[src/rtl/epu_pkg.sv]
`default_nettype none

package epu_pkg;

  // Buffer address width for 64 words per buffer
  localparam int BUF_AW = 6;

  typedef logic [31:0] axi_addr_t;
  typedef logic [31:0] axi_data_t;
  typedef logic [3:0] axi_id_t;
  typedef logic [7:0] axi_len_t;
  typedef logic [1:0] axi_resp_t;
  typedef logic [BUF_AW-1:0] buf_addr_t;

  // Signed element in the low half of a word, and its 32-bit product
  typedef logic signed [15:0] elem_t;
  typedef logic signed [31:0] acc_t;

  localparam axi_resp_t RESP_OKAY = 2'd0;

  // Region codes compared against address bits 31:24
  localparam logic [7:0] REG_IN = 8'h50;
  localparam logic [7:0] REG_OUT = 8'h60;
  localparam logic [7:0] REG_WGT = 8'h70;
  localparam logic [7:0] REG_CTRL = 8'h80;
  localparam logic [7:0] REG_SCALE = 8'h81;
  localparam logic [7:0] REG_OFFS = 8'h82;
  localparam logic [7:0] REG_STAT = 8'h83;

  typedef enum logic [2:0] {
    IDLE,
    W_CH,
    B_CH,
    R_ADDR,
    R_DATA
  } slave_state_t;

  typedef enum logic [1:0] {
    E_IDLE,
    E_RUN,
    E_DRAIN,
    E_DONE
  } engine_state_t;

endpackage

`default_nettype wire

[src/rtl/epu_conv_engine.sv]
`timescale 1ns/10ps
`default_nettype none

module epu_conv_engine import epu_pkg::*; (
  input  logic      clk,
  input  logic      rst,
  input  logic      start_i,
  input  logic      mode_i,
  input  buf_addr_t count_i,
  input  elem_t     scale_i,
  input  elem_t     offset_i,
  // Input and weight read ports
  output buf_addr_t in_addr_o,
  output logic      in_re_o,
  input  axi_data_t in_rdata_i,
  output buf_addr_t wgt_addr_o,
  output logic      wgt_re_o,
  input  axi_data_t wgt_rdata_i,
  // Output write port
  output buf_addr_t out_addr_o,
  output logic      out_we_o,
  output axi_data_t out_wdata_o,
  output logic      done_o
);

  engine_state_t state_q;
  buf_addr_t rd_idx_q;
  buf_addr_t el_idx_q;
  logic valid_q;
  acc_t acc_q;
  elem_t in_el, wgt_el;
  acc_t prod, scaled;
  logic run;

  assign run = (state_q == E_RUN);

  // Read stage
  always_ff @(posedge clk or posedge rst) begin
    if (rst) begin
      state_q <= E_IDLE;
      rd_idx_q <= '0;
    end else begin
      case (state_q)
        E_IDLE: begin
          rd_idx_q <= '0;
          if (start_i) state_q <= E_RUN;
        end
        E_RUN: begin
          if (rd_idx_q == count_i) begin
            state_q <= E_DRAIN;
          end else begin
            rd_idx_q <= rd_idx_q + 1'b1;
          end
        end
        // Last element is in the accumulate stage here
        E_DRAIN: state_q <= E_DONE;
        default: state_q <= E_IDLE;
      endcase
    end
  end

  assign in_addr_o = rd_idx_q;
  assign wgt_addr_o = rd_idx_q;
  assign in_re_o = run;
  assign wgt_re_o = run && !mode_i;

  always_ff @(posedge clk or posedge rst) begin
    if (rst) begin
      valid_q <= 1'b0;
    end else begin
      valid_q <= run;
    end
  end

  always_ff @(posedge clk) begin
    el_idx_q <= rd_idx_q;
    if (start_i) begin
      acc_q <= '0;
    end else if (valid_q) begin
      acc_q <= acc_q + prod;
    end
  end

  // Accumulate/write stage
  assign in_el = in_rdata_i[15:0];
  assign wgt_el = wgt_rdata_i[15:0];
  assign prod = in_el * wgt_el;
  assign scaled = in_el * scale_i + offset_i;

  assign done_o = (state_q == E_DONE);
  assign out_we_o = (valid_q && mode_i) || (done_o && !mode_i);
  assign out_addr_o = mode_i ? el_idx_q : '0;
  assign out_wdata_o = mode_i ? scaled : acc_q;

endmodule

`default_nettype wire

[config.mk]
export PLATFORM = sky130hd
export DESIGN_NAME = epu_conv_engine
export DESIGN_NICKNAME = d
export VERILOG_FILES = /design/src/rtl/epu_pkg.sv /design/src/rtl/epu_conv_engine.sv
export SDC_FILE = /design/constraint.sdc
export NUM_CORES = 2
export LEC_CHECK = 0
export BUFFER_PORTS_ARGS = -buffer_cell sky130_fd_sc_hd__buf_2
export CORE_ASPECT_RATIO = 1.2
export CORE_MARGIN = 2
export CORE_UTILIZATION = 50
export CTS_CLUSTER_DIAMETER = 40
export DETAILED_ROUTE_END_ITERATION = 10
export PLACE_DENSITY = 0.73
export SYNTH_ARGS = -nofsm -noshare
export SYNTH_HDL_FRONTEND = slang
export SYNTH_SLANG_ARGS = --single-unit
[constraint.sdc]
create_clock -name clk -period 17.6 [get_ports clk]
set_input_delay 4.4 -clock clk [delete_from_list [all_inputs] [get_ports clk]]
set_output_delay 4.4 -clock clk [all_outputs]
set_load 0.005 [all_outputs]
==> run_results.csv <==
group,metric,value,unit
clocking,cts_num_sinks,47,
logic_synthesis,synthAdderAreaFrac,58.50,%
floorplan,die_h,242.0,um
finish,layout-drive-gt1-share,6.855,%
timing,timing.fmax,64.12,MHz
run_status,status,"complete, no violations",
logic_synthesis,synth_top_family_by_area,"adder cells",
detailed_routing,vias_per_cell,5.247,
place,dpl.hpwl,45.54,mm
logic_synthesis,synthSimpleGateAreaFrac,14.82,%
hold_path,holdPathStages,2,
logic_synthesis,synth_area_leaders,"fa_1, inv_1, ha_1, and2_1, nand2_1",
clocking,clk_path_buf_depth,2,
logic_synthesis,synthMuxAreaShare,1.553,%
global_routing,grtUsageTotal,23.34,%
timing,fin_crit_sh,88.62,%
clocking,ctsHoldBuffers,0,
floorplan,core,46810,um^2
worst_setup_path,critPathSlowestCell,"fa_1",
detailed_routing,drt_iter0_markers,688,
clocking,clock-root-buffer,"clkbuf_16",
timing,grt_setup_unrepaired,"false",
timing,timing.slew.headroom,39.55,%
clocking,cts_tree,"built",
clocking,clk_pin_slew,80,ps
logic_synthesis,synthTopCellsByCount,"inv_1, fa_1, nand2_1",
timing,finalSetupViolCount,0,
logic_synthesis,synthDistinctLibCells,74,
worst_setup_path,end_kind,"output pin",
flow_run,drv_cap,0,
worst_setup_path,worstSetupPathType,"in -> out",
floorplan,io_pins,160,
worst_setup_path,max_stage_delay,900,ps
logic_synthesis,synth_cells,2599,
logic_synthesis,yosysTopAreaCellShare,48.59,%
logic_synthesis,synthFlopType,"dfxtp_1",
logic_synthesis,synth_xor_area_share,2.486,%
floorplan,die_area,48980,um^2
timing,tns,0,ps
finish,nets,3491,
detailed_routing,wl_per_cell,16.38,um
worst_setup_path,crit_start,"in_rdata_i[15]",
global_routing,grt_pass1_wl,93.31,mm
logic_synthesis,synth_compound_area_share,6.190,%
worst_setup_path,path_buf_inv,5,
clocking,cts_made_buffers,5,
logic_synthesis,avgSynthCellArea,9.083,um^2
clocking,cts-htree-levels,2,
logic_synthesis,ys_ff_latch,47,
logic_synthesis,synth_warnings,0,
logic_synthesis,synth_edf_count,0,
place,port_buffers,127,
finish,area_growth,4.860,%
place,gp_congestion,0.8783,
finish,antenna_cells,0,
worst_setup_path,crit_required,13200,ps
worst_setup_path,cpLargestDelayFamily,"adder cells",
timing,drv_slew,0,
detailed_routing,postRouteAntennaNets,0,
global_routing,grt_max_degree,45,
logic_synthesis,syn_nets,3465,
logic_synthesis,synth_top_area_cell,"fa_1",
hold_path,hold_path_startpoint,"acc_q[17]",
worst_setup_path,cp_cell_sequence,"buf_2 > nand2_1 > inv_1 > fa_1 > fa_1 > fa_1 > fa_1 > fa_1 > inv_1 > fa_1 > inv_1 > ha_1 > a21oi_1 > a21boi_0 > a311o_1 > o41a_1 > a21o_1 > a211oi_2 > o22ai_1 > buf_2",
detailed_routing,dr.pass1.iters,5,
detailed_routing,drc,0,
global_routing,grt_overflow,0,
logic_synthesis,seq_area_frac_synth,4.176,%
worst_setup_path,cp.depth,20,
timing,finalHoldViolations,0,
timing,skew,8.540,ps
logic_synthesis,yosysMostFrequentCell,"inv_1",
worst_setup_path,crit_path_start_kind,"primary input",
worst_setup_path,crit_fanout,32,
clocking,postCtsSetupBuffers,0,
worst_setup_path,r2r-start,"acc_q[15]",
logic_synthesis,synth-async-reset-ratio,19.15,%
floorplan,initial_core_util,50.44,%
worst_setup_path,r2r_cells,18,
floorplan,chipWidth,202.4,um
timing,period_minus_slack,15600,ps
timing,tightest_slew,895.3,ps
clocking,cts_resized,0,
worst_setup_path,cp.arrival,11200,ps
detailed_routing,vias,17050,
clocking,clk_latency,310,ps
floorplan,num_rows,87,
logic_synthesis,syn_area,23610,um^2
worst_setup_path,path_common_cell,"fa_1",
detailed_routing,wirelength,53.21,mm
global_routing,antenna_found_initial,1,
hold_path,min_path_type,"reg -> reg",
global_routing,grt_pass1_vias,19060,
[worst paths after layout]
kind	endpoint	slack (ps)
worst max-delay path	out_wdata_o[29]	2000
max in group asynchronous	in_addr_o[4]	13280
worst max register to register	acc_q[28]	12290
worst min register to register	acc_q[17]	500
min in group asynchronous	in_addr_o[2]	4050
worst min-delay path	acc_q[17]	500
[logic make-up after synthesis]
group	Yosys count
AOI/OAI and AO/OA	210
xor gates and xnor gates	67
adders and majority gates	760
buffers and inverters	764
DFF	47
muxes	34
and+or+nand+nor	717
[cells in the final DEF (no fill, tap or decap), types with 4 or more instances in the layout]
cell type	n
inv_1	649
mux2_2	21
buf_2	127
o22ai_1	5
xnor2_1	50
dfxtp_1	38
o211ai_1	4
a21oi_1	53
o21a_1	13
nand2b_1	17
a211oi_1	12
a311o_1	4
nor4_1	4
a31oi_1	6
and2_1	236
nand3_1	27
fa_1	573
nand2_1	306
mux2i_1	13
a21o_1	21
o311ai_0	4
nor2_1	75
nor3_1	19
o21bai_1	4
nand4_1	8
and4_1	4
o21ai_0	39
buf_4	4
nor2b_1	5
dfrtp_1	9
clkbuf_16	5
xor2_1	17
ha_1	187
[flip-flops by register name, summed over array words and instances (netlist names)]
signal,count
acc_q,32
el_idx_q,6
in_addr_o,6
state_q,2
valid_q,1
[area by class of cell]
class	instances	area [um^2]
fill	4246	22050
multi-input combinational	1788	19730
inverter	652	2447
sequential	47	985.9
tap	623	779.5
timing repair buffer	131	665.6
clock buffer	5	125.1
clock inverter	3	26.28
[tightest hold or removal path, delay by kind of cell, from the launching register on]
family             cells  cell delay [ps]
AOI/OAI and AO/OA      1               60
DFF                    1              330
and+or+nand+nor        1               60
[through the flow]
stage               cell area (um^2)  setup WS (ps)  util (%)  hold WS, ps  instances
floorplan                      23610           3013         -        456.0       2599
global placement               24600           2146     52.56        481.0       3241
detailed placement             24600           2060     52.56        485.9       3241
CTS                            24760           2033     52.89        499.5       3249
global route                   24760           1658     52.89        527.8       3249
finish                         24760           2003     52.89        497.5       3249
[metal layers]
metal | wire length, um | GRT usage (%) | share of wire (%) | vias up
met5 | 0 | 0 | 0 | -
met4 | 1915 | 9.188 | 3.6 | 0
met3 | 1886 | 1.197 | 3.5 | 126
met2 | 28270 | 42.47 | 53 | 459
met1 | 21140 | 29.07 | 40 | 8714
li1 | - | - | - | 7748
Power is not shown: default switching activity piles up to over one toggle a cycle in this logic, so the estimate is an artifact.
