**config.mk**
```make
export PLATFORM = sky130hd
export DESIGN_NAME = epu_ctrl_regs
export DESIGN_NICKNAME = d
export VERILOG_FILES = /design/src/rtl/epu_pkg.sv /design/src/rtl/epu_ctrl_regs.sv
export SDC_FILE = /design/constraint.sdc
export NUM_CORES = 1
export LEC_CHECK = 0
export ABC_AREA = 1
export CAP_MARGIN = 20
export CORE_MARGIN = 5
export CORE_UTILIZATION = 61
export DETAILED_ROUTE_END_ITERATION = 10
export DONT_BUFFER_PORTS = 1
export GPL_TIMING_DRIVEN = 1
export HOLD_SLACK_MARGIN = 0.02
export PLACE_DENSITY_LB_ADDON = 0.05
export SLEW_MARGIN = 20
export SYNTH_ARGS = -nofsm -noshare
export SYNTH_HDL_FRONTEND = slang
export SYNTH_SLANG_ARGS = --single-unit
```
**constraint.sdc**
```tcl
create_clock -name clk -period 1.17 [get_ports clk]
set_input_delay 0 -clock clk [delete_from_list [all_inputs] [get_ports clk]]
set_output_delay 0 -clock clk [all_outputs]
set_load 0.005 [all_outputs]
```
**src/rtl/epu_pkg.sv**
```systemverilog
`default_nettype none

package epu_pkg;

  // Buffer address width for 64 words per buffer
  localparam int BUF_AW = 6;

  typedef logic [31:0] axi_addr_t;
  typedef logic [31:0] axi_data_t;
  typedef logic [3:0] axi_id_t;
  typedef logic [7:0] axi_len_t;
  typedef logic [1:0] axi_resp_t;
  typedef logic [BUF_AW-1:0] buf_addr_t;

  // Signed element in the low half of a word, and its 32-bit product
  typedef logic signed [15:0] elem_t;
  typedef logic signed [31:0] acc_t;

  localparam axi_resp_t RESP_OKAY = 2'd0;

  // Region codes compared against address bits 31:24
  localparam logic [7:0] REG_IN = 8'h50;
  localparam logic [7:0] REG_OUT = 8'h60;
  localparam logic [7:0] REG_WGT = 8'h70;
  localparam logic [7:0] REG_CTRL = 8'h80;
  localparam logic [7:0] REG_SCALE = 8'h81;
  localparam logic [7:0] REG_OFFS = 8'h82;
  localparam logic [7:0] REG_STAT = 8'h83;

  typedef enum logic [2:0] {
    IDLE,
    W_CH,
    B_CH,
    R_ADDR,
    R_DATA
  } slave_state_t;

  typedef enum logic [1:0] {
    E_IDLE,
    E_RUN,
    E_DRAIN,
    E_DONE
  } engine_state_t;

endpackage

`default_nettype wire

```
**src/rtl/epu_ctrl_regs.sv**
```systemverilog
`timescale 1ns/10ps
`default_nettype none

module epu_ctrl_regs import epu_pkg::*; (
  input  logic      clk,
  input  logic      rst,
  input  axi_data_t wdata_i,
  input  logic      ctrl_we_i,
  input  logic      scale_we_i,
  input  logic      offs_we_i,
  input  logic      done_i,
  output logic      start_o,
  output logic      mode_o,
  output buf_addr_t count_o,
  output elem_t     scale_o,
  output elem_t     offset_o,
  output axi_data_t status_o
);

  logic busy_q;
  logic go;

  // Control writes while the engine runs are ignored
  assign go = ctrl_we_i && wdata_i[0] && !busy_q;

  always_ff @(posedge clk or posedge rst) begin
    if (rst) begin
      start_o <= 1'b0;
      busy_q <= 1'b0;
      mode_o <= 1'b0;
      count_o <= '0;
      scale_o <= '0;
      offset_o <= '0;
    end else begin
      start_o <= go;
      if (go) begin
        busy_q <= 1'b1;
      end else if (done_i) begin
        busy_q <= 1'b0;
      end
      if (ctrl_we_i && !busy_q) begin
        mode_o <= wdata_i[1];
        count_o <= wdata_i[7:2];
      end
      if (scale_we_i) scale_o <= wdata_i[15:0];
      if (offs_we_i) offset_o <= wdata_i[15:0];
    end
  end

  assign status_o = {31'd0, busy_q};

endmodule

`default_nettype wire

```
==> results of run 1 <==
per-layer routing:
layer	vias up	part of all wire
li1	596	-
met1	560	0.38
met3	7	0.10
met2	61	0.51
met5	-	0
met4	0	0.016
final cells by class:
type	instances	area (um2)	share of cell area
clock buffers	7	55.1	0.0276
inverters	35	131	0.0660
multi-input cells	120	510	0.256
flip-flops and latches	41	1030	0.515
well taps	33	41.3	0.0207
repair buffers	22	228	0.114
registers in the layout (all words and copies together) (netlist names):
name	cells
mode_o	1
offset_o	16
busy_q	1
scale_o	16
count_o	6
start_o	1
report_power, final:
group	internal, mW	switching, mW
Sequential	1.56	0.122
Combinational	0.124	0.191
Clock	0.284	0.403
Total	1.97	0.715
path summary, 6_finish.rpt:
path | startpoint | slack, ns | end | cells after the start
max reg2reg | busy_q | 0.20 | count_o[5] | 4
min reg2reg | count_o[3] | 0.52 | count_o[3] | 2
min in group asynchronous | rst | 0.22 | offset_o[5] | 3
min | scale_we_i | -0.25 | scale_o[0] | 1
max | busy_q | 0.20 | count_o[5] | 4
max in group asynchronous | rst | 0.60 | offset_o[2] | 3
stage by stage:
step / hold slack [ns] / utilization / worst slack [ns] / power (mW) / area (um2)
final: -0.252 / 0.669 / 0.198 / 2.68 / 1990
after global routing: -0.272 / 0.669 / 0.119 / 2.85 / 1990
after CTS: -0.287 / 0.632 / 0.230 / 2.67 / 1880
after detailed placement: 0.0455 / 0.576 / 0.256 / 1.93 / 1720
after global placement: 0.0355 / 0.576 / 0.281 / 1.92 / 1720
after floorplan: 0.107 / - / 0.224 / 1.98 / 1970
placed cells by master (no fill, tap or decap):
| master | instances |
|---|---|
| o21ai_0 | 25 |
| clkbuf_1 | 1 |
| inv_1 | 34 |
| dlygate4sd3_1 | 20 |
| buf_4 | 1 |
| nand3_1 | 8 |
| nor2_1 | 2 |
| inv_2 | 1 |
| nand2_2 | 1 |
| clkbuf_4 | 5 |
| clkbuf_8 | 1 |
| o21ai_2 | 2 |
| buf_12 | 1 |
| nand2_1 | 46 |
| conb_1 | 31 |
| o21ai_1 | 3 |
| dfrtp_1 | 41 |
| a21oi_1 | 2 |
what timing repair did:
item                      4_1_cts  5_1_grt
hold endpoints to repair       82       32
hold buffers                   11       10
gates resized for setup         0        0
kinds of logic after synthesis:
kind of cell	count (synthesis)
simple gates	57
other cells	1
compound gates	32
buf+inv	74
flops	41
==> flow_metrics.env, run 1 <==
export IMPL_grt_pass1_vias=1204
export IMPL_crit_arrival_ns=1.20
export IMPL_min_period_ns=0.972
export IMPL_syn_area_per_cell_um2=9.05
export IMPL_finalSetupTns_ns=0
export IMPL_area_delta_synth_final_pct=7.42
export IMPL_core_area_mm2=0.00298
export IMPL_cts_htree_levels=2
export IMPL_p_per_area_mw_per_mm2=1350
export IMPL_io_buffers=0
export IMPL_critPathMaxFanout=9
export IMPL_top_usage_layer="met2"
export IMPL_cts_sinks=41
export IMPL_cp_top_family="flip-flops"
export IMPL_ir_worst_vdd_v=0.000924
export IMPL_grtUsageTotal=0.180
export IMPL_ant_nets=0
export IMPL_met3_usage=0.0650
export IMPL_final_nets=263
export IMPL_critPathBufInv=1
export IMPL_clkSlewWorstSetupHoldPaths_ns=0.10
export IMPL_grt_pass1_wl_um=5670
export IMPL_start_kind="flop"
export IMPL_drive_gt1_frac=0.0533
export IMPL_post_route_drc_count=0
export IMPL_insertion_delay_ns=0.33
export IMPL_synth_commonest_cells="nand2_1 (46), dfrtp_1 (41), buf_4 (34), inv_1 (34), o21ai_0 (25)"
export IMPL_gr_total_overflow=0
export IMPL_n_antenna_cell=0
export IMPL_path_cells="inv_2 > nand2_2 > nand2_1 > nand2_1"
export IMPL_max_cap_viol_count=0
export IMPL_crit_path_max_incr_delay_ns=0.44
export IMPL_rsz0062_at_grt="no"
export IMPL_synth_compound_area_frac=0.0904
export IMPL_rows=20
export IMPL_fin_cells=258
export IMPL_die_area_mm2=0.00424
export IMPL_relSlewSlack=0.667
export IMPL_grt_use_met1=0.191
export IMPL_synth_simple_gate_area_frac=0.122
export IMPL_gp_congestion=0.743
export IMPL_worst_slew_pin_slew_ns=0.500
export IMPL_postSynthCellCount=205
export IMPL_cp_data_required_time_ns=1.40
export IMPL_dpl_hpwl_um=2480
export IMPL_syn_area_mm2=0.00185
export IMPL_leakagePower_nw=1.07
export IMPL_start_util=0.623
export IMPL_fin_skew_ns=0.00625
export IMPL_violations="negative hold slack"
export IMPL_ys_top_cells_by_area="dfrtp_1 (55%), buf_4 (14%), nand2_1 (9.3%)"
export IMPL_synth_ff_type="dfrtp_1"
export IMPL_synth_cell_types=16
export IMPL_yosysTopAreaCell="dfrtp_1"
export IMPL_cp_slowest_cell="dfrtp_1"
export IMPL_cts_tree="yes"
export IMPL_muxShareOfSynthArea=0
export IMPL_cts_made_buffers=5
export IMPL_via_per_inst=4.74
export IMPL_synth_top_family_by_area="buffers and inverters"
export IMPL_io_pins=110
export IMPL_grtUsageMet2=0.319
export IMPL_cts_buffer_depth=2
export IMPL_synth_xor_area_share=0
export IMPL_synth_edf_count=0
export IMPL_hold_class="in -> reg"
export IMPL_async_flop_share=1.00
export IMPL_postCtsSetupBuffers=0
export IMPL_max_freq_ghz=1.03
export IMPL_period_share=0.831
export IMPL_synthAdderAreaFrac=0
export IMPL_ys_warnings_count=0
export IMPL_grt_max_degree=42
export IMPL_drtPass1Iterations=4
export IMPL_drv_slew=0
export IMPL_endpoint_kind="flop"
export IMPL_critPathKind="reg -> reg"
export IMPL_finalHoldViolCount=16
export IMPL_yosysMostFrequentCell="nand2_1"
export IMPL_antenna_found_initial=0
export IMPL_crit_top_cell="nand2_1"
export IMPL_status="finished, violations left"
export IMPL_finalSetupViolCount=0
export IMPL_drt_wl_total_um=3660
export IMPL_vias=1224
export IMPL_whs_ns=-0.252
export IMPL_final_fill_count=256
export IMPL_drt_iter0_drc=54
export IMPL_root_buffer="clkbuf_4"
export IMPL_yosysTopAreaCellShare=0.553
export IMPL_detail_route_wl_per_cell_um=14.2
export IMPL_seq_area_frac_synth=0.553
export IMPL_dp_cells=230
export IMPL_synth_seq_cells=41
export IMPL_die_height_um=65.1
export IMPL_die_w_um=65.1
(Power assumes the default switching activity.)
==> run 2, diff against run 1 <==
==> constraint.sdc (replaced) <==
create_clock -name clk -period 0.9 [get_ports clk]
set_input_delay 0 -clock clk [delete_from_list [all_inputs] [get_ports clk]]
set_output_delay 0 -clock clk [all_outputs]
set_load 0.005 [all_outputs]
==> flow_metrics.env, run 2 (synthesis gave the netlist of run 1 again) <==
export IMPL_ant_nets=0
export IMPL_finalSetupViolCount=0
export IMPL_p_per_area_mw_per_mm2=1860
export IMPL_path_cells="inv_2 > buf_6 > nand3_1 > nand2_1"
export IMPL_final_cell_area_mm2=0.00207
export IMPL_status="finished, violations left"
export IMPL_cp_data_required_time_ns=1.19
export IMPL_cts_made_buffers=5
export IMPL_dp_cells=231
export IMPL_via_per_inst=4.68
export IMPL_core_area_mm2=0.00298
export IMPL_start_util=0.623
export IMPL_rr_worst_depth=4
export IMPL_cts_sinks=41
export IMPL_violations="negative hold slack"
export IMPL_grtUsageMet2=0.301
export IMPL_leakagePower_nw=1.10
export IMPL_fin_skew_ns=0.00149
export IMPL_ir_worst_vdd_v=0.00125
export IMPL_hold_end="scale_o[0]"
export IMPL_cp_slowest_cell="dfrtp_1"
export IMPL_dpl_hpwl_um=2480
export IMPL_hold_class="in -> reg"
export IMPL_rsz0062_at_grt="yes"
export IMPL_register_area_mm2=0.00103
export IMPL_multi_input_area_um2=528
export IMPL_crit_arrival_ns=1.17
export IMPL_antenna_found_initial=0
export IMPL_postPlaceCellArea_mm2=0.00174
export IMPL_drt_iter0_drc=97
export IMPL_gr_total_overflow=0
export IMPL_drv_slew=0
export IMPL_cp_top_family="flip-flops"
export IMPL_die_area_mm2=0.00424
export IMPL_hp_start="scale_we_i"
export IMPL_final_common_cell="nand2_1"
export IMPL_drtPass1Iterations=4
export IMPL_fin_cells=260
export IMPL_critPathKind="reg -> reg"
export IMPL_io_pins=110
export IMPL_insertion_delay_ns=0.34
export IMPL_r2r_start="busy_q"
export IMPL_area_delta_synth_final_pct=11.5
export IMPL_cts_htree_levels=2
export IMPL_finalPower_mw=3.83
export IMPL_postCtsSetupBuffers=0
export IMPL_cts_tree="yes"
export IMPL_gp_congestion=0.734
export IMPL_final_fill_count=240
export IMPL_grt_pass1_wl_um=5640
export IMPL_reg2reg_slack_ns=0.02
export IMPL_root_buffer="clkbuf_4"
export IMPL_max_cap_viol_count=0
export IMPL_final_nets=264
export IMPL_final_cell_mix="nand2_1 (45), dfrtp_1 (41), inv_1 (33)"
export IMPL_critPathBufInv=2
export IMPL_whs_ns=-0.264
export IMPL_cts_buffer_depth=2
export IMPL_reg2reg_to="count_o[1]"
export IMPL_met3_usage=0.0786
export IMPL_die_height_um=65.1
export IMPL_top_regs="offset_o x16, scale_o x16, count_o x6"
export IMPL_top_usage_layer="met2"
export IMPL_drt_wl_total_um=3570
export IMPL_io_buffers=0
export IMPL_n_antenna_cell=0
export IMPL_pre_cts_ws_ns=0.0543
export IMPL_grt_use_met1=0.199
export IMPL_clkSlewWorstSetupHoldPaths_ns=0.11
export IMPL_vias=1217
export IMPL_critPathMaxFanout=6
export IMPL_drive_gt1_frac=0.0793
export IMPL_fin_ws_ns=0.0180
export IMPL_period_share=0.980
export IMPL_die_w_um=65.1
export IMPL_start_kind="flop"
export IMPL_rows=20
export IMPL_min_period_ns=0.882
export IMPL_min_path_cells=1
export IMPL_finalHoldViolCount=16
export IMPL_grt_pass1_vias=1156
export IMPL_max_freq_ghz=1.13
export IMPL_endpoint_kind="flop"
export IMPL_crit_path_max_incr_delay_ns=0.43
export IMPL_grtUsageTotal=0.175
export IMPL_grt_max_degree=42
export IMPL_detail_route_wl_per_cell_um=13.7
export IMPL_post_route_drc_count=0
==> run 2: cell count changes in the layout (fill, tap and decap cells not counted), sizes merged <==
cell,previous run,this run
buf,2,3
bufinv,0,1
clkinvlp,0,1
inv,35,34
==> run 2: stage by stage <==
step                      setup TNS (ns)   util
after floorplan                        0      -
after global placement                 0  0.584
after detailed placement               0  0.584
after CTS                              0  0.650
after global routing              -0.437  0.694
final                                  0  0.694
==> run 2: layout make-up <==
cell class              count  area share
multi-input cells         120       0.255
clock buffers               7      0.0266
repair buffers             23       0.122
inverters                  35      0.0654
well taps                  33      0.0200
clock inverters             1      0.0145
flip-flops and latches     41       0.496
==> run 2: worst max-delay path by stage <==
stage	start	end	slack (ns)	cells past startpoint
detailed placement	busy_q	count_o[1]	0.05	4
CTS	busy_q	count_o[4]	0.03	4
floorplan	busy_q	count_o[0]	0.1	4
finish	busy_q	count_o[1]	0.02	4
global placement	busy_q	count_o[0]	0.07	4
global route	busy_q	count_o[0]	-0.07	4
==> run 2: what timing repair did <==
item                                    in CTS  in global routing
hold buffers                                11                 10
resized for setup                            0                  5
endpoints found under the setup margin       0                  7
hold endpoints to repair                    82                 32
==> run 2: metal layers <==
layer	part of all wire	up-vias
met1	0.38	551
met4	0.0087	0
met5	0	-
met2	0.51	66
met3	0.10	4
li1	-	596
==> run 2: worst register-to-register path, cell delays in order, from the launching register on <==
cell     delay [ns]
dfrtp_1        0.43
inv_2          0.12
buf_6          0.14
nand3_1        0.07
nand2_1        0.07
==> run 2: power by group <==
| part | internal [mW] | leakage [nW] | switching, mW |
|---|---|---|---|
| sequential | 2.03 | 0.498 | 0.158 |
| combinational | 0.183 | 0.555 | 0.259 |
| clock | 0.664 | 0.0455 | 0.543 |
==> run 3, diff against run 2 <==
--- a/config.mk
+++ b/config.mk
@@ -5,10 +5,9 @@
 export SDC_FILE = /design/constraint.sdc
 export NUM_CORES = 1
 export LEC_CHECK = 0
-export ABC_AREA = 1
 export CAP_MARGIN = 20
 export CORE_MARGIN = 5
-export CORE_UTILIZATION = 61
+export CORE_UTILIZATION = 62
 export DETAILED_ROUTE_END_ITERATION = 10
 export DONT_BUFFER_PORTS = 1
 export GPL_TIMING_DRIVEN = 1
==> flow_metrics.env, run 3 <==
export IMPL_grt_pass1_vias=920
export IMPL_insertion_delay_ns=0.35
export IMPL_finalSetupTns_ns=-0.883
export IMPL_path_cells="nand2b_4 > mux2_4"
export IMPL_ir_worst_vdd_v=0.00131
export IMPL_syn_area_per_cell_um2=15.5
export IMPL_hold_class="in -> reg"
export IMPL_drt_wl_total_um=3400
export IMPL_cts_htree_levels=2
export IMPL_seq_area_frac_synth=0.535
export IMPL_dp_cells=153
export IMPL_endpoint_kind="flop"
export IMPL_final_cell_mix="dfrtp_1 (41), conb_1 (31), mux2_4 (27)"
export IMPL_die_w_um=65.6
export IMPL_critPathBufInv=0
export IMPL_postPlaceCellArea_mm2=0.00180
export IMPL_gp_congestion=0.693
export IMPL_fin_skew_ns=0.00665
export IMPL_rows=20
export IMPL_die_height_um=65.6
export IMPL_synth_edf_count=0
export IMPL_drive_gt1_frac=0.372
export IMPL_synth_seq_cells=41
export IMPL_max_cap_viol_count=0
export IMPL_fin_cells=181
export IMPL_rsz0062_at_grt="yes"
export IMPL_met3_usage=0.0803
export IMPL_ys_warnings_count=0
export IMPL_via_per_inst=5.07
export IMPL_critPathMaxFanout=8
export IMPL_ys_top_cells_by_area="dfrtp_1 (53%), mux2_4 (21%), buf_4 (13%)"
export IMPL_status="finished, violations left"
export IMPL_p_per_area_mw_per_mm2=1800
export IMPL_yosysTopAreaCellShare=0.535
export IMPL_cts_sinks=41
export IMPL_dpl_hpwl_um=2420
export IMPL_antenna_found_initial=0
export IMPL_violations="negative hold slack, negative setup slack"
export IMPL_finalSetupViolCount=9
export IMPL_io_buffers=0
export IMPL_synth_commonest_cells="dfrtp_1 (41), buf_4 (32), mux2_4 (27)"
export IMPL_detail_route_wl_per_cell_um=18.8
export IMPL_grtUsageTotal=0.161
export IMPL_top_usage_layer="met2"
export IMPL_cp_slowest_cell="dfrtp_1"
export IMPL_postSynthCellCount=124
export IMPL_period_share=1.13
export IMPL_final_common_cell="dfrtp_1"
export IMPL_critPathKind="reg -> reg"
export IMPL_core_area_mm2=0.00300
export IMPL_async_flop_share=1.00
export IMPL_min_period_ns=1.01
export IMPL_cp_data_required_time_ns=1.14
export IMPL_grt_pass1_wl_um=5110
export IMPL_post_route_drc_count=0
export IMPL_finalPower_mw=3.74
export IMPL_final_cell_area_mm2=0.00207
export IMPL_final_nets=185
export IMPL_synth_ff_type="dfrtp_1"
export IMPL_whs_ns=-0.203
export IMPL_final_fill_count=227
export IMPL_cp_top_family="flip-flops"
export IMPL_area_delta_synth_final_pct=8.02
export IMPL_cts_tree="yes"
export IMPL_crit_path_max_incr_delay_ns=0.40
export IMPL_fin_ws_ns=-0.115
export IMPL_crit_arrival_ns=1.26
export IMPL_root_buffer="clkbuf_4"
export IMPL_max_freq_ghz=0.985
export IMPL_drt_iter0_drc=28
export IMPL_synth_cell_types=11
export IMPL_drtPass1Iterations=2
export IMPL_hold_buffers=19
export IMPL_ant_nets=0
export IMPL_io_pins=110
export IMPL_cts_buffer_depth=2
export IMPL_grt_use_met1=0.175
export IMPL_finalHoldViolCount=32
export IMPL_start_util=0.639
export IMPL_yosysMostFrequentCell="dfrtp_1"
export IMPL_leakagePower_nw=1.02
export IMPL_n_antenna_cell=0
export IMPL_pre_cts_ws_ns=-0.117
export IMPL_vias=917
export IMPL_clkSlewWorstSetupHoldPaths_ns=0.12
export IMPL_die_area_mm2=0.00431
export IMPL_grt_max_degree=27
export IMPL_cts_made_buffers=5
export IMPL_gr_total_overflow=0
export IMPL_fin_util=0.690
export IMPL_start_kind="flop"
export IMPL_yosysTopAreaCell="dfrtp_1"
export IMPL_top_regs="offset_o x16, scale_o x16, count_o x6"
export IMPL_grtUsageMet2=0.274
export IMPL_syn_area_mm2=0.00192
export IMPL_drv_slew=0
-- run 3: cell types whose count changed in the layout (fill, tap and decap cells not counted), sizes merged, moves of 2 or more --
cell | before | now
a21oi | 2 | 0
clkinv | 0 | 2
inv | 34 | 2
mux2 | 0 | 39
nand2 | 47 | 0
nand3 | 8 | 0
o21ai | 30 | 0
-- run 3: layout make-up --
cell class              count  area (um2)  share of cell area
flip-flops and latches     41        1030               0.495
multi-input cells          73         689               0.333
repair buffers             23         236               0.114
clock buffers               6        51.3              0.0247
well taps                  33        41.3              0.0199
inverters                   3        15.0             0.00724
clock inverters             2        13.8             0.00664
-- run 3: logic make-up (layout without fill, tap and decap cells) --
family	after synthesis	in the layout	synth area share
flip-flops	41	41	0.535
buffers and inverters	40	34	0.169
multiplexers	39	39	0.282
AND/OR/NAND/NOR	2	2	0.00912
other	1	31	0.00195
AO/OA/AOI/OAI	1	1	0.00326
-- run 3: worst reg2reg max path: stages, from the launching register on --
cell and delay [ns]:
dfrtp_1 0.40, nand2b_4 0.21, mux2_4 0.31
-- run 3: worst paths after layout --
kind                       slack, ns        start  cells past startpoint     endpoint
max                            -0.11       busy_q                      2       mode_o
max reg2reg                    -0.11       busy_q                      2       mode_o
min                            -0.20    offs_we_i                      1  offset_o[7]
min reg2reg                     0.55  scale_o[13]                      1  scale_o[13]
min in group asynchronous       0.09          rst                      2  offset_o[5]
max in group asynchronous       0.37          rst                      3  scale_o[11]
-- run 3: routing by layer --
| metal | wire length, um | vias to the layer above |
|---|---|---|
| li1 | - | 392 |
| met1 | 1240 | 467 |
| met2 | 1780 | 52 |
| met3 | 351 | 6 |
| met4 | 33 | 0 |
| met5 | 0 | - |
-- run 3: report_power, final --
part | switching (mW) | internal (mW)
combinational | 0.179 | 0.362
sequential | 0.178 | 2.05
clock | 0.590 | 0.381
total | 0.947 | 2.79
-- run 3: repair_timing --
item / 4_1_cts / 5_1_grt
endpoints found under the hold margin: 82 / 32
buffers inserted: 1 / 0
resized for setup: 1 / 2
endpoints found under the setup margin: 10 / 10
pin swaps: 0 / 0
cloned: 0 / 0
