$ cat config.mk
export PLATFORM = sky130hd
export DESIGN_NAME = epu_axi_slave
export DESIGN_NICKNAME = d
export VERILOG_FILES = /design/src/rtl/epu_pkg.sv /design/src/rtl/epu_axi_slave.sv
export SDC_FILE = /design/constraint.sdc
export NUM_CORES = 1
export LEC_CHECK = 0
export BUFFER_PORTS_ARGS = -buffer_cell sky130_fd_sc_hd__buf_4
export CAP_MARGIN = 20
export CELL_PAD_IN_SITES_DETAIL_PLACEMENT = 1
export CELL_PAD_IN_SITES_GLOBAL_PLACEMENT = 2
export CORE_ASPECT_RATIO = 0.8
export CORE_MARGIN = 2
export CORE_UTILIZATION = 21
export CTS_BUF_LIST = sky130_fd_sc_hd__clkbuf_4 sky130_fd_sc_hd__clkbuf_8
export DETAILED_ROUTE_END_ITERATION = 8
export PLACE_DENSITY = 0.8
export SYNTH_ARGS = -nofsm -noshare
export SYNTH_HDL_FRONTEND = slang
export SYNTH_SLANG_ARGS = --single-unit
$ cat constraint.sdc
create_clock -name clk -period 2.75 [get_ports clk]
set_input_delay 0.4125 -clock clk [delete_from_list [all_inputs] [get_ports clk]]
set_output_delay 0.4125 -clock clk [all_outputs]
set_load 0.05 [all_outputs]
$ cat src/rtl/epu_pkg.sv
`default_nettype none

package epu_pkg;

  // Buffer address width for 64 words per buffer
  localparam int BUF_AW = 6;

  typedef logic [31:0] axi_addr_t;
  typedef logic [31:0] axi_data_t;
  typedef logic [3:0] axi_id_t;
  typedef logic [7:0] axi_len_t;
  typedef logic [1:0] axi_resp_t;
  typedef logic [BUF_AW-1:0] buf_addr_t;

  // Signed element in the low half of a word, and its 32-bit product
  typedef logic signed [15:0] elem_t;
  typedef logic signed [31:0] acc_t;

  localparam axi_resp_t RESP_OKAY = 2'd0;

  // Region codes compared against address bits 31:24
  localparam logic [7:0] REG_IN = 8'h50;
  localparam logic [7:0] REG_OUT = 8'h60;
  localparam logic [7:0] REG_WGT = 8'h70;
  localparam logic [7:0] REG_CTRL = 8'h80;
  localparam logic [7:0] REG_SCALE = 8'h81;
  localparam logic [7:0] REG_OFFS = 8'h82;
  localparam logic [7:0] REG_STAT = 8'h83;

  typedef enum logic [2:0] {
    IDLE,
    W_CH,
    B_CH,
    R_ADDR,
    R_DATA
  } slave_state_t;

  typedef enum logic [1:0] {
    E_IDLE,
    E_RUN,
    E_DRAIN,
    E_DONE
  } engine_state_t;

endpackage

`default_nettype wire

$ cat src/rtl/epu_axi_slave.sv
`timescale 1ns/10ps
`default_nettype none

module epu_axi_slave import epu_pkg::*; (
  input  logic      clk,
  input  logic      rst,
  // Write address
  input  logic      s_awvalid_i,
  output logic      s_awready_o,
  input  axi_addr_t s_awaddr_i,
  input  axi_id_t   s_awid_i,
  input  axi_len_t  s_awlen_i,
  // Write data
  input  logic      s_wvalid_i,
  output logic      s_wready_o,
  input  axi_data_t s_wdata_i,
  input  logic      s_wlast_i,
  // Write response
  output logic      s_bvalid_o,
  input  logic      s_bready_i,
  output axi_id_t   s_bid_o,
  output axi_resp_t s_bresp_o,
  // Read address
  input  logic      s_arvalid_i,
  output logic      s_arready_o,
  input  axi_addr_t s_araddr_i,
  input  axi_id_t   s_arid_i,
  input  axi_len_t  s_arlen_i,
  // Read data
  output logic      s_rvalid_o,
  input  logic      s_rready_i,
  output axi_data_t s_rdata_o,
  output axi_id_t   s_rid_o,
  output axi_resp_t s_rresp_o,
  output logic      s_rlast_o,
  // Buffer bus
  output buf_addr_t bus_addr_o,
  output axi_data_t bus_wdata_o,
  output logic      in_we_o,
  output logic      wgt_we_o,
  output logic      out_we_o,
  output logic      in_re_o,
  output logic      wgt_re_o,
  output logic      out_re_o,
  input  axi_data_t in_rdata_i,
  input  axi_data_t wgt_rdata_i,
  input  axi_data_t out_rdata_i,
  // Register file
  output logic      ctrl_we_o,
  output logic      scale_we_o,
  output logic      offs_we_o,
  input  axi_data_t status_i
);

  slave_state_t state_q, state_d;
  logic aw_hs, ar_hs, w_hs, r_hs;
  axi_addr_t addr_q;
  axi_id_t id_q;
  axi_len_t len_q;
  axi_len_t beat_q;
  axi_data_t stat_q;
  logic [7:0] region;
  logic last_beat;

  assign s_awready_o = (state_q == IDLE);
  assign s_arready_o = (state_q == IDLE) && !s_awvalid_i;
  assign s_wready_o = (state_q == W_CH);
  assign s_bvalid_o = (state_q == B_CH);
  assign s_rvalid_o = (state_q == R_DATA);

  assign aw_hs = s_awvalid_i && s_awready_o;
  assign ar_hs = s_arvalid_i && s_arready_o;
  assign w_hs = s_wvalid_i && s_wready_o;
  assign r_hs = s_rvalid_o && s_rready_i;

  assign last_beat = (beat_q == len_q);
  assign s_rlast_o = s_rvalid_o && last_beat;
  assign s_bid_o = id_q;
  assign s_rid_o = id_q;
  assign s_bresp_o = RESP_OKAY;
  assign s_rresp_o = RESP_OKAY;

  always_ff @(posedge clk or posedge rst) begin
    if (rst) begin
      state_q <= IDLE;
    end else begin
      state_q <= state_d;
    end
  end

  always_comb begin
    state_d = state_q;
    case (state_q)
      IDLE: begin
        if (aw_hs) begin
          state_d = W_CH;
        end else if (ar_hs) begin
          state_d = R_ADDR;
        end
      end
      W_CH: if (w_hs && s_wlast_i) state_d = B_CH;
      B_CH: if (s_bready_i) state_d = IDLE;
      R_ADDR: state_d = R_DATA;
      R_DATA: if (r_hs) state_d = last_beat ? IDLE : R_ADDR;
      default: state_d = IDLE;
    endcase
  end

  // Burst attributes are sampled once per address handshake
  always_ff @(posedge clk) begin
    if (aw_hs) begin
      addr_q <= s_awaddr_i;
      id_q <= s_awid_i;
      len_q <= s_awlen_i;
    end else if (ar_hs) begin
      addr_q <= s_araddr_i;
      id_q <= s_arid_i;
      len_q <= s_arlen_i;
    end
  end

  always_ff @(posedge clk or posedge rst) begin
    if (rst) begin
      beat_q <= '0;
    end else if (aw_hs || ar_hs) begin
      beat_q <= '0;
    end else if (w_hs || r_hs) begin
      beat_q <= beat_q + 8'd1;
    end
  end

  // Word index is the start index plus the beat count
  assign bus_addr_o = addr_q[7:2] + beat_q[BUF_AW-1:0];
  assign bus_wdata_o = s_wdata_i;
  assign region = addr_q[31:24];

  assign in_we_o = w_hs && (region == REG_IN);
  assign out_we_o = w_hs && (region == REG_OUT);
  assign wgt_we_o = w_hs && (region == REG_WGT);
  assign ctrl_we_o = w_hs && (region == REG_CTRL);
  assign scale_we_o = w_hs && (region == REG_SCALE);
  assign offs_we_o = w_hs && (region == REG_OFFS);

  assign in_re_o = (state_q == R_ADDR) && (region == REG_IN);
  assign out_re_o = (state_q == R_ADDR) && (region == REG_OUT);
  assign wgt_re_o = (state_q == R_ADDR) && (region == REG_WGT);

  // Status is sampled alongside the buffer read so it holds under back-pressure
  always_ff @(posedge clk) begin
    if (state_q == R_ADDR) begin
      stat_q <= status_i;
    end
  end

  always_comb begin
    case (region)
      REG_IN: s_rdata_o = in_rdata_i;
      REG_OUT: s_rdata_o = out_rdata_i;
      REG_WGT: s_rdata_o = wgt_rdata_i;
      REG_STAT: s_rdata_o = stat_q;
      default: s_rdata_o = '0;
    endcase
  end

endmodule

`default_nettype wire

==> results.toml, run 1 <==
[timing]
tns_ns = 0
relSlewSlack_pct = 57.2
hold_violations = 0
fmax_mhz = 365
period_needed_ns = 2.74
tightest_slew_ns = 0.638
layout_setup_ws_ns = 0.0122
period_share_pct = 99.6
finalHoldWorstSlack_ns = 0.0500
clock_skew_ns = 0.0110
rsz0062_at_grt = "true"
setup_viol = 0
slew_viol_final = 0

[finish]
finalNetCount = 817
n_antenna_cell = 0
nFillCells = 2128
final_core_util_pct = 34.2
stdcell_area_sq_mm = 0.00652
stdcell_count = 817
area_delta_synth_final_pct = 58.3
drive_gt1_share_pct = 58.1

[power_and_ir_drop]
switching_power_mw = 1.83
p_seq_share_pct = 38.7
p_clk_share_pct = 17.3
p_comb_share_pct = 44.0
power_leakage_nw = 2.82
peakVddDrop_mv = 0.422
p_per_area_mw_per_mm2 = 683
power.total_mw = 4.45
power.share.switching_pct = 41.2
p_int_mw = 2.62

[cts]
cts_buffer_depth = 2
htreeDepth = 3
cts_made_buffers = 9
ctsHoldBuffers = 0
cts_sinks = 69
clkTransAtPathRegs_ns = 0.08
cts-root-buf = "clkbuf_8"
clk_latency_ns = 0.36
cts_tree = "built"

[route]
drtPass1Iterations = 4
totalWireLength_microns = 16200
vias = 3694
vias_per_cell = 4.52
first_iter_violations = 190
wl_per_cell_microns = 19.9
drc = 0
ant_nets = 0

[logic_synthesis]
synth_most_common_cell = "edfxtp_1"
synth_compound_area_share_pct = 17.2
ys_types = 41
yosys_register_bits = 69
netlist_area_sq_mm = 0.00412
synthDominantAreaCellType = "edfxtp_1"
ys_top_cells_by_count = "edfxtp_1, buf_4, a221o_1"
yosys_warnings = 0
yosysSeqAreaShare_pct = 48.9
async_flop_share_pct = 15.9
synth_edf_count = 58
synth-main-ff-cell = "edfxtp_1"
synthTopCellsByArea = "edfxtp_1, buf_4, a221o_1"
synthAdderAreaFrac_pct = 2.31
synth_top_family_by_area = "compound AO/OA/AOI/OAI gates"
synthCells = 334
synth_top_area_share_pct = 42.3
synth-xor-area-share_pct = 3.40
syn_area_per_cell_sq_um = 12.3
synth_simple_gate_area_share_pct = 8.83
muxShareOfSynthArea_pct = 8.08

[worst_setup_path]
cp_data_arrival_time_ns = 2.33
crit_chain = "or4_4 > nor2_1 > and3_1 > buf_12 > a221o_1 > buf_6"
worstPathMaxFanout = 34
cp_slowest_stage_delay_ns = 0.58
crit_buf_inv = 2
cp.depth = 6
cp_top_family = "simple AND/OR/NAND/NOR gates"
end_kind = "primary output"
required_ns = 2.34
cp-start-kind = "register"
crit_type = "reg2out"
rr_worst_depth = 4
cp_slowest_cell = "or4_4"

[status]
status = "complete, no violations"

[grt]
grt_pass1_vias = 4036
grt_pass1_wl_microns = 22700
antenna_found_initial = 0
grt_usage_pct = 14.2
overflow = 0
grt_max_degree = 35

[job]
drv_cap = 0

[floorplanning]
std_cell_rows = 45
core_sq_mm = 0.0191
die_h_microns = 129
dieArea_sq_mm = 0.0208
pin_count = 353
initial_utilization_pct = 21.6
die_width_microns = 161

[placed_design]
dpl.hpwl_microns = 12400
placed_cell_area_sq_mm = 0.00604
dp.cells = 790
io_buffers = 248
post-place-ws_ns = 0.274
place.gp.congestion = 0.866

[hold_path]
worstHoldPathType = "in2async"
[cell usage in the layout (no fill, tap or decap), types with 4 or more instances in the layout]
master,netlist,final
a22o_1,28,28
clkbuf_16,0,4
and3_1,5,4
a21oi_1,5,5
buf_12,0,4
inv_1,8,8
nand4_1,6,6
xnor2_1,14,14
a221o_1,32,32
nand2_1,15,15
buf_4,43,223
and2_1,4,4
nor2_1,8,8
edfxtp_1,58,58
dfrtp_1,11,10
clkbuf_8,0,10
mux2i_1,4,4
ha_1,6,6
conb_1,1,4
mux2_2,26,26
a22o_2,4,4
buf_6,3,36
nand3_1,4,4
[flip-flops by register name, indices dropped and copies added, names as in the netlist]
register and cells:
addr_q 14, beat_q 8, len_q 8, s_bid_o 4
stat_q 32, state_q 3
[worst register-to-register path: stages (launching register included)]
cell     delay [ns]
dfrtp_1        0.54
nor3_2         0.35
o21ai_1        0.30
inv_1          0.20
buf_4          0.36
[cell type report]
type / instances / area, sq um / area share [%]
repair buffers: 268 / 2290 / 35.1
flip-flops and latches: 69 / 2020 / 30.9
multi-input cells: 198 / 1690 / 25.9
well taps: 258 / 323 / 4.95
clock buffers: 10 / 138 / 2.11
clock inverters: 6 / 38.8 / 0.595
inverters: 8 / 30.0 / 0.460
[cell families (layout without fill, tap and decap cells)]
group | Yosys count | in the layout
adders and majority gates | 7 | 7
xor gates and xnor gates | 16 | 16
other | 1 | 4
DFF | 69 | 69
AOI/OAI and AO/OA | 80 | 80
and+or+nand+nor | 61 | 61
muxes | 30 | 30
buffers and inverters | 70 | 292
[what timing repair did]
action                     4_1_cts  5_1_grt
resized for setup               17       22
buffers inserted                 4        2
pin swaps                        2        3
cloned                           1        4
setup endpoints to repair       36       35
[layer usage]
metal | global-route usage (%) | part of all wire, %
met1 | 14.4 | 36
met2 | 27.4 | 53
met3 | 5.67 | 8.8
met4 | 3.92 | 2.0
met5 | 0.227 | 0
[worst paths after layout]
kind                                 endpoint  slack [ns]        start
worst max-delay path            s_rdata_o[11]        0.01   addr_q[25]
worst min-delay path                beat_q[4]        0.05          rst
worst max register to register       len_q[1]        0.66   state_q[1]
worst min register to register      beat_q[0]        0.58    beat_q[0]
max in group asynchronous           beat_q[0]        2.37          rst
min in group clk                    stat_q[9]        0.22  status_i[9]
[power groups by stage]
| stage | Sequential, mW | Clock, mW | Combinational [mW] |
|---|---|---|---|
| 6_report | 1.72 | 0.769 | 1.96 |
| 5_1_grt | 1.76 | 0.842 | 2.11 |
| 4_1_cts | 1.73 | 0.803 | 1.97 |
| 3_5_place_dp | 1.76 | 0 | 1.93 |
| 3_3_place_gp | 1.74 | 0 | 1.89 |
| 2_1_floorplan | 1.73 | 0 | 1.38 |
Note: power is estimated with default switching activity, not from simulation.
==> run 2, diff against run 1 <==
==> constraint.sdc (replaced) <==
create_clock -name clk -period 2.7 [get_ports clk]
set_input_delay 0.405 -clock clk [delete_from_list [all_inputs] [get_ports clk]]
set_output_delay 0.405 -clock clk [all_outputs]
set_load 0.05 [all_outputs]
==> results.toml, run 2 (synthesis results as in run 1) <==
[status]
status = "complete, but fails checks"
failed_checks = "negative setup slack"

[finish]
top_regs = "stat_q: 32 flops, addr_q: 14 flops"
area_delta_synth_final_pct = 60.2
regMostFlops = "stat_q"
stdcell_count = 820
largest_reg_flops = 32
drive_gt1_share_pct = 59.1
mostFrequentLayoutCells = "buf_4, edfxtp_1, buf_6, a221o_1, a22o_1"
final_common_cell = "buf_4"
finalNetCount = 820
nFillCells = 2108
stdcell_area_sq_mm = 0.00660
final_core_util_pct = 34.6
n_antenna_cell = 0

[timing]
slew_viol_final = 0
fmax_mhz = 364
period_share_pct = 102
setup_viol = 13
tns_ns = -0.152
finalHoldWorstSlack_ns = 0.0415
period_needed_ns = 2.75
relSlewSlack_pct = 59.1
layout_setup_ws_ns = -0.0481
hold_violations = 0
tightest_slew_ns = 0.609
clock_skew_ns = 0.00790
rsz0062_at_grt = "true"

[floorplanning]
die_h_microns = 129
pin_count = 353
dieArea_sq_mm = 0.0208
core_sq_mm = 0.0191
initial_utilization_pct = 21.6
std_cell_rows = 45
die_width_microns = 161

[hold_path]
worstHoldPathType = "in2async"

[route]
drtPass1Iterations = 4
vias = 3681
vias_per_cell = 4.49
ant_nets = 0
first_iter_violations = 187
totalWireLength_microns = 16300
drc = 0
wl_per_cell_microns = 19.9

[grt]
grt_max_degree = 35
antenna_found_initial = 0
grt_pass1_vias = 4102
grt_pass1_wl_microns = 22700
overflow = 0
grt_usage_pct = 14.3

[cts]
htreeDepth = 3
clkTransAtPathRegs_ns = 0.08
cts_made_buffers = 9
ctsHoldBuffers = 0
cts_sinks = 69
clk_latency_ns = 0.36
cts_tree = "built"
cts-root-buf = "clkbuf_8"
cts_buffer_depth = 2

[worst_setup_path]
worstPathMaxFanout = 17
crit_type = "reg2out"
cp-start-kind = "register"
rr_worst_depth = 4
r2r-start = "state_q[1]"
cp_slowest_cell = "or4_4"
crit_path_end = "s_rdata_o[10]"
crit_start = "addr_q[24]"
cp_data_arrival_time_ns = 2.34
cp_slowest_stage_delay_ns = 0.57
crit_chain = "or4_4 > nor2_4 > and3_2 > buf_12 > a221o_1 > buf_6"
rr_endpoint = "len_q[1]"
required_ns = 2.30
r2r_slack_ns = 0.62
end_kind = "primary output"

[placed_design]
dp.cells = 789
io_buffers = 248
dpl.hpwl_microns = 12300
post-place-ws_ns = 0.234
place.gp.congestion = 0.863
placed_cell_area_sq_mm = 0.00603

[power_and_ir_drop]
power.total_mw = 4.53
p_per_area_mw_per_mm2 = 686
peakVddDrop_mv = 0.461
power_leakage_nw = 2.83

[job]
drv_cap = 0
[run 2: cell types whose count changed in the layout (fill, tap and decap cells not counted), moves of 2 or more]
cell	previous run	this run
and3_1	4	2
and3_4	0	2
buf_4	223	225
buf_6	36	33
buf_8	0	2
[run 2: worst min path at each step]
stage	slack (ns)	to	from	depth (start not counted)
2_1_floorplan	0.26	beat_q[0]	rst	1
3_3_place_gp	0.44	beat_q[0]	rst	2
3_5_place_dp	0.44	beat_q[0]	rst	2
4_1_cts	0.03	beat_q[1]	rst	2
5_1_grt	0.06	beat_q[1]	rst	2
6_report	0.04	beat_q[1]	rst	2
[run 2: metal layers]
metal	track usage [%]	vias up	wire length, microns
met2	26.6	207	8560
met1	15.0	1746	5900
met4	4.66	0	360
met5	0.227	-	0
li1	-	1704	-
met3	5.28	24	1460
[run 2: area by class of cell]
| cell class | instances | area (sq um) | share of cell area [%] |
|---|---|---|---|
| Multi-Input combinational cell | 198 | 1710 | 25.9 |
| Tap cell | 258 | 323 | 4.89 |
| Clock buffer | 9 | 124 | 1.88 |
| Timing Repair Buffer | 271 | 2350 | 35.6 |
| Sequential cell | 69 | 2020 | 30.6 |
| Clock inverter | 7 | 42.5 | 0.644 |
| Inverter | 8 | 30.0 | 0.455 |
[run 2: report_power, final]
part / switching [mW] / internal [mW] / leakage [nW]
clock network: 0.413 / 0.326 / 0.0824
registers: 0.204 / 1.54 / 0.684
logic: 1.25 / 0.795 / 2.07
[run 2: repair_timing]
| action | in CTS | in global routing |
|---|---|---|
| buffers inserted | 4 | 4 |
| cloned | 2 | 5 |
| resized for setup | 41 | 7 |
| endpoints found under the setup margin | 38 | 40 |
| pin swaps | 2 | 0 |
[run 2: critical path: cells and delay by family (launching register included)]
kind | cells | cell delay, ns
buffers and inverters | 2 | 0.36
AO/OA/AOI/OAI | 1 | 0.23
AND/OR/NAND/NOR | 3 | 0.96
flip-flops | 1 | 0.42
==> run 3, diff against run 2 <==
--- a/config.mk
+++ b/config.mk
@@ -11,10 +11,10 @@
 export CELL_PAD_IN_SITES_GLOBAL_PLACEMENT = 2
 export CORE_ASPECT_RATIO = 0.8
 export CORE_MARGIN = 2
-export CORE_UTILIZATION = 21
+export CORE_UTILIZATION = 23
 export CTS_BUF_LIST = sky130_fd_sc_hd__clkbuf_4 sky130_fd_sc_hd__clkbuf_8
 export DETAILED_ROUTE_END_ITERATION = 8
-export PLACE_DENSITY = 0.8
+export PLACE_DENSITY = 0.87
 export SYNTH_ARGS = -nofsm -noshare
 export SYNTH_HDL_FRONTEND = slang
 export SYNTH_SLANG_ARGS = --single-unit
==> constraint.sdc (replaced) <==
create_clock -name clk -period 3.3 [get_ports clk]
set_input_delay 0.495 -clock clk [delete_from_list [all_inputs] [get_ports clk]]
set_output_delay 0.495 -clock clk [all_outputs]
set_load 0.05 [all_outputs]
==> results.toml, run 3 (synthesis results as in run 1) <==
[cts]
cts_sinks = 69
postCtsSetupRepairBufs = 0
htreeDepth = 3
cts_buffer_depth = 2
ctsHoldBuffers = 0
clk_latency_ns = 0.36
post_cts_resized = 0
cts-root-buf = "clkbuf_8"
cts_tree = "built"
cts_made_buffers = 9
clkTransAtPathRegs_ns = 0.08

[timing]
period_needed_ns = 3.05
fmax_mhz = 327
slew_viol_final = 0
setup_viol = 0
rsz0062_at_grt = "false"
layout_setup_ws_ns = 0.246
tightest_slew_ns = 0.632
clock_skew_ns = 0.00907
finalHoldWorstSlack_ns = 0.137
relSlewSlack_pct = 57.8
tns_ns = 0
hold_violations = 0
period_share_pct = 92.5

[placed_design]
dpl.hpwl_microns = 12500
io_buffers = 248
post-place-ws_ns = 0.620
placed_cell_area_sq_mm = 0.00592
place.gp.congestion = 0.874

[worst_setup_path]
r2r_slack_ns = 0.95
crit_type = "reg2out"
cp_data_arrival_time_ns = 2.56
required_ns = 2.80
worstPathMaxFanout = 34
cp-start-kind = "register"
end_kind = "primary output"

[finish]
multi_input_area_sq_mm = 0.00166
n_antenna_cell = 0
top_regs = "stat_q: 32 flops, addr_q: 14 flops"
area_delta_synth_final_pct = 48.6
seq_area_sq_mm = 0.00202
stdcell_area_sq_mm = 0.00612
mostFrequentLayoutCells = "buf_4, edfxtp_1, a221o_1, a22o_1, mux2_2"
regMostFlops = "stat_q"
drive_gt1_share_pct = 55.9
largest_reg_flops = 32
final_common_cell = "buf_4"
nFillCells = 1951
finalNetCount = 805

[route]
vias_per_cell = 4.63
vias = 3571
top_layer = "met4"
ant_nets = 0
totalWireLength_microns = 15200
route.layer.met1.wl_microns = 5690
wl_per_cell_microns = 19.7
drc = 0
drtPass1Iterations = 4
wl_met3_microns = 1290
wl_met2_microns = 7920
first_iter_violations = 108

[grt]
overflow = 0
grt_max_degree = 35
antenna_found_initial = 0
grt_usage_pct = 14.9
grt_pass1_wl_microns = 21700
grt_pass1_vias = 3831

[floorplanning]
pin_count = 353
initial_utilization_pct = 23.6
core_sq_mm = 0.0174
std_cell_rows = 43
dieArea_sq_mm = 0.0190
die_h_microns = 124
die_width_microns = 154

[status]
status = "complete, no violations"

[power_and_ir_drop]
p_per_area_mw_per_mm2 = 607
power_leakage_nw = 2.70
peakVddDrop_mv = 0.345

[job]
drv_cap = 0

[hold_path]
worstHoldPathType = "in2async"
run 3: cell types whose count changed in the layout (fill, tap and decap cells not counted), moves of 2 or more:
cell,previous run,this run
buf_4,225,255
nor3b_1,0,2
buf_8,2,0
and3_1,2,5
clkbuf_16,5,0
and3_4,2,0
buf_16,2,0
buf_6,33,0
buf_12,4,1
clkinv_2,3,1
nor3_1,2,4
nor3_2,2,0
run 3: metrics by stage:
step                power [mW]  instances  util (%)
floorplan                 2.58        337         -
global placement          3.02        756      34.0
detailed placement        3.05        756      34.0
CTS                       3.78        772      35.1
global route              3.93        772      35.1
finish                    3.72        772      35.1
run 3: report_power, final:
| group | internal, mW | switching (mW) |
|---|---|---|
| clock | 0.367 | 0.338 |
| combinational | 0.598 | 0.983 |
| sequential | 1.26 | 0.172 |
run 3: cell type report:
type | instances | share of cell area [%]
clock buffer | 10 | 2.25
sequential | 69 | 32.9
tap | 225 | 4.60
multi-input combinational | 198 | 27.1
clock inverter | 6 | 1.02
timing repair buffer | 256 | 31.6
inverter | 8 | 0.490
run 3: worst paths after layout:
kind | cells after the start | from | endpoint
setup / recovery | 6 | addr_q[25] | s_rdata_o[5]
hold / removal | 2 | rst | beat_q[0]
setup reg to reg | 4 | state_q[1] | len_q[7]
hold reg to reg | 2 | beat_q[7] | beat_q[7]
max in group asynchronous | 2 | rst | state_q[1]
min in group clk | 1 | status_i[27] | stat_q[27]
run 3: worst max-delay path: stages, from the launching register on:
cell and delay, ns:
edfxtp_1 0.46, or4_4 0.59, nor2_1 0.15, and3_1 0.17
buf_4 0.34, a221o_1 0.26, buf_4 0.21
run 3: per-layer routing:
metal / GRT usage, % / up-vias
met1: 16.0 / 1703
met3: 6.02 / 19
li1: - / 1672
met2: 27.4 / 177
met5: 0.265 / -
met4: 3.90 / 0
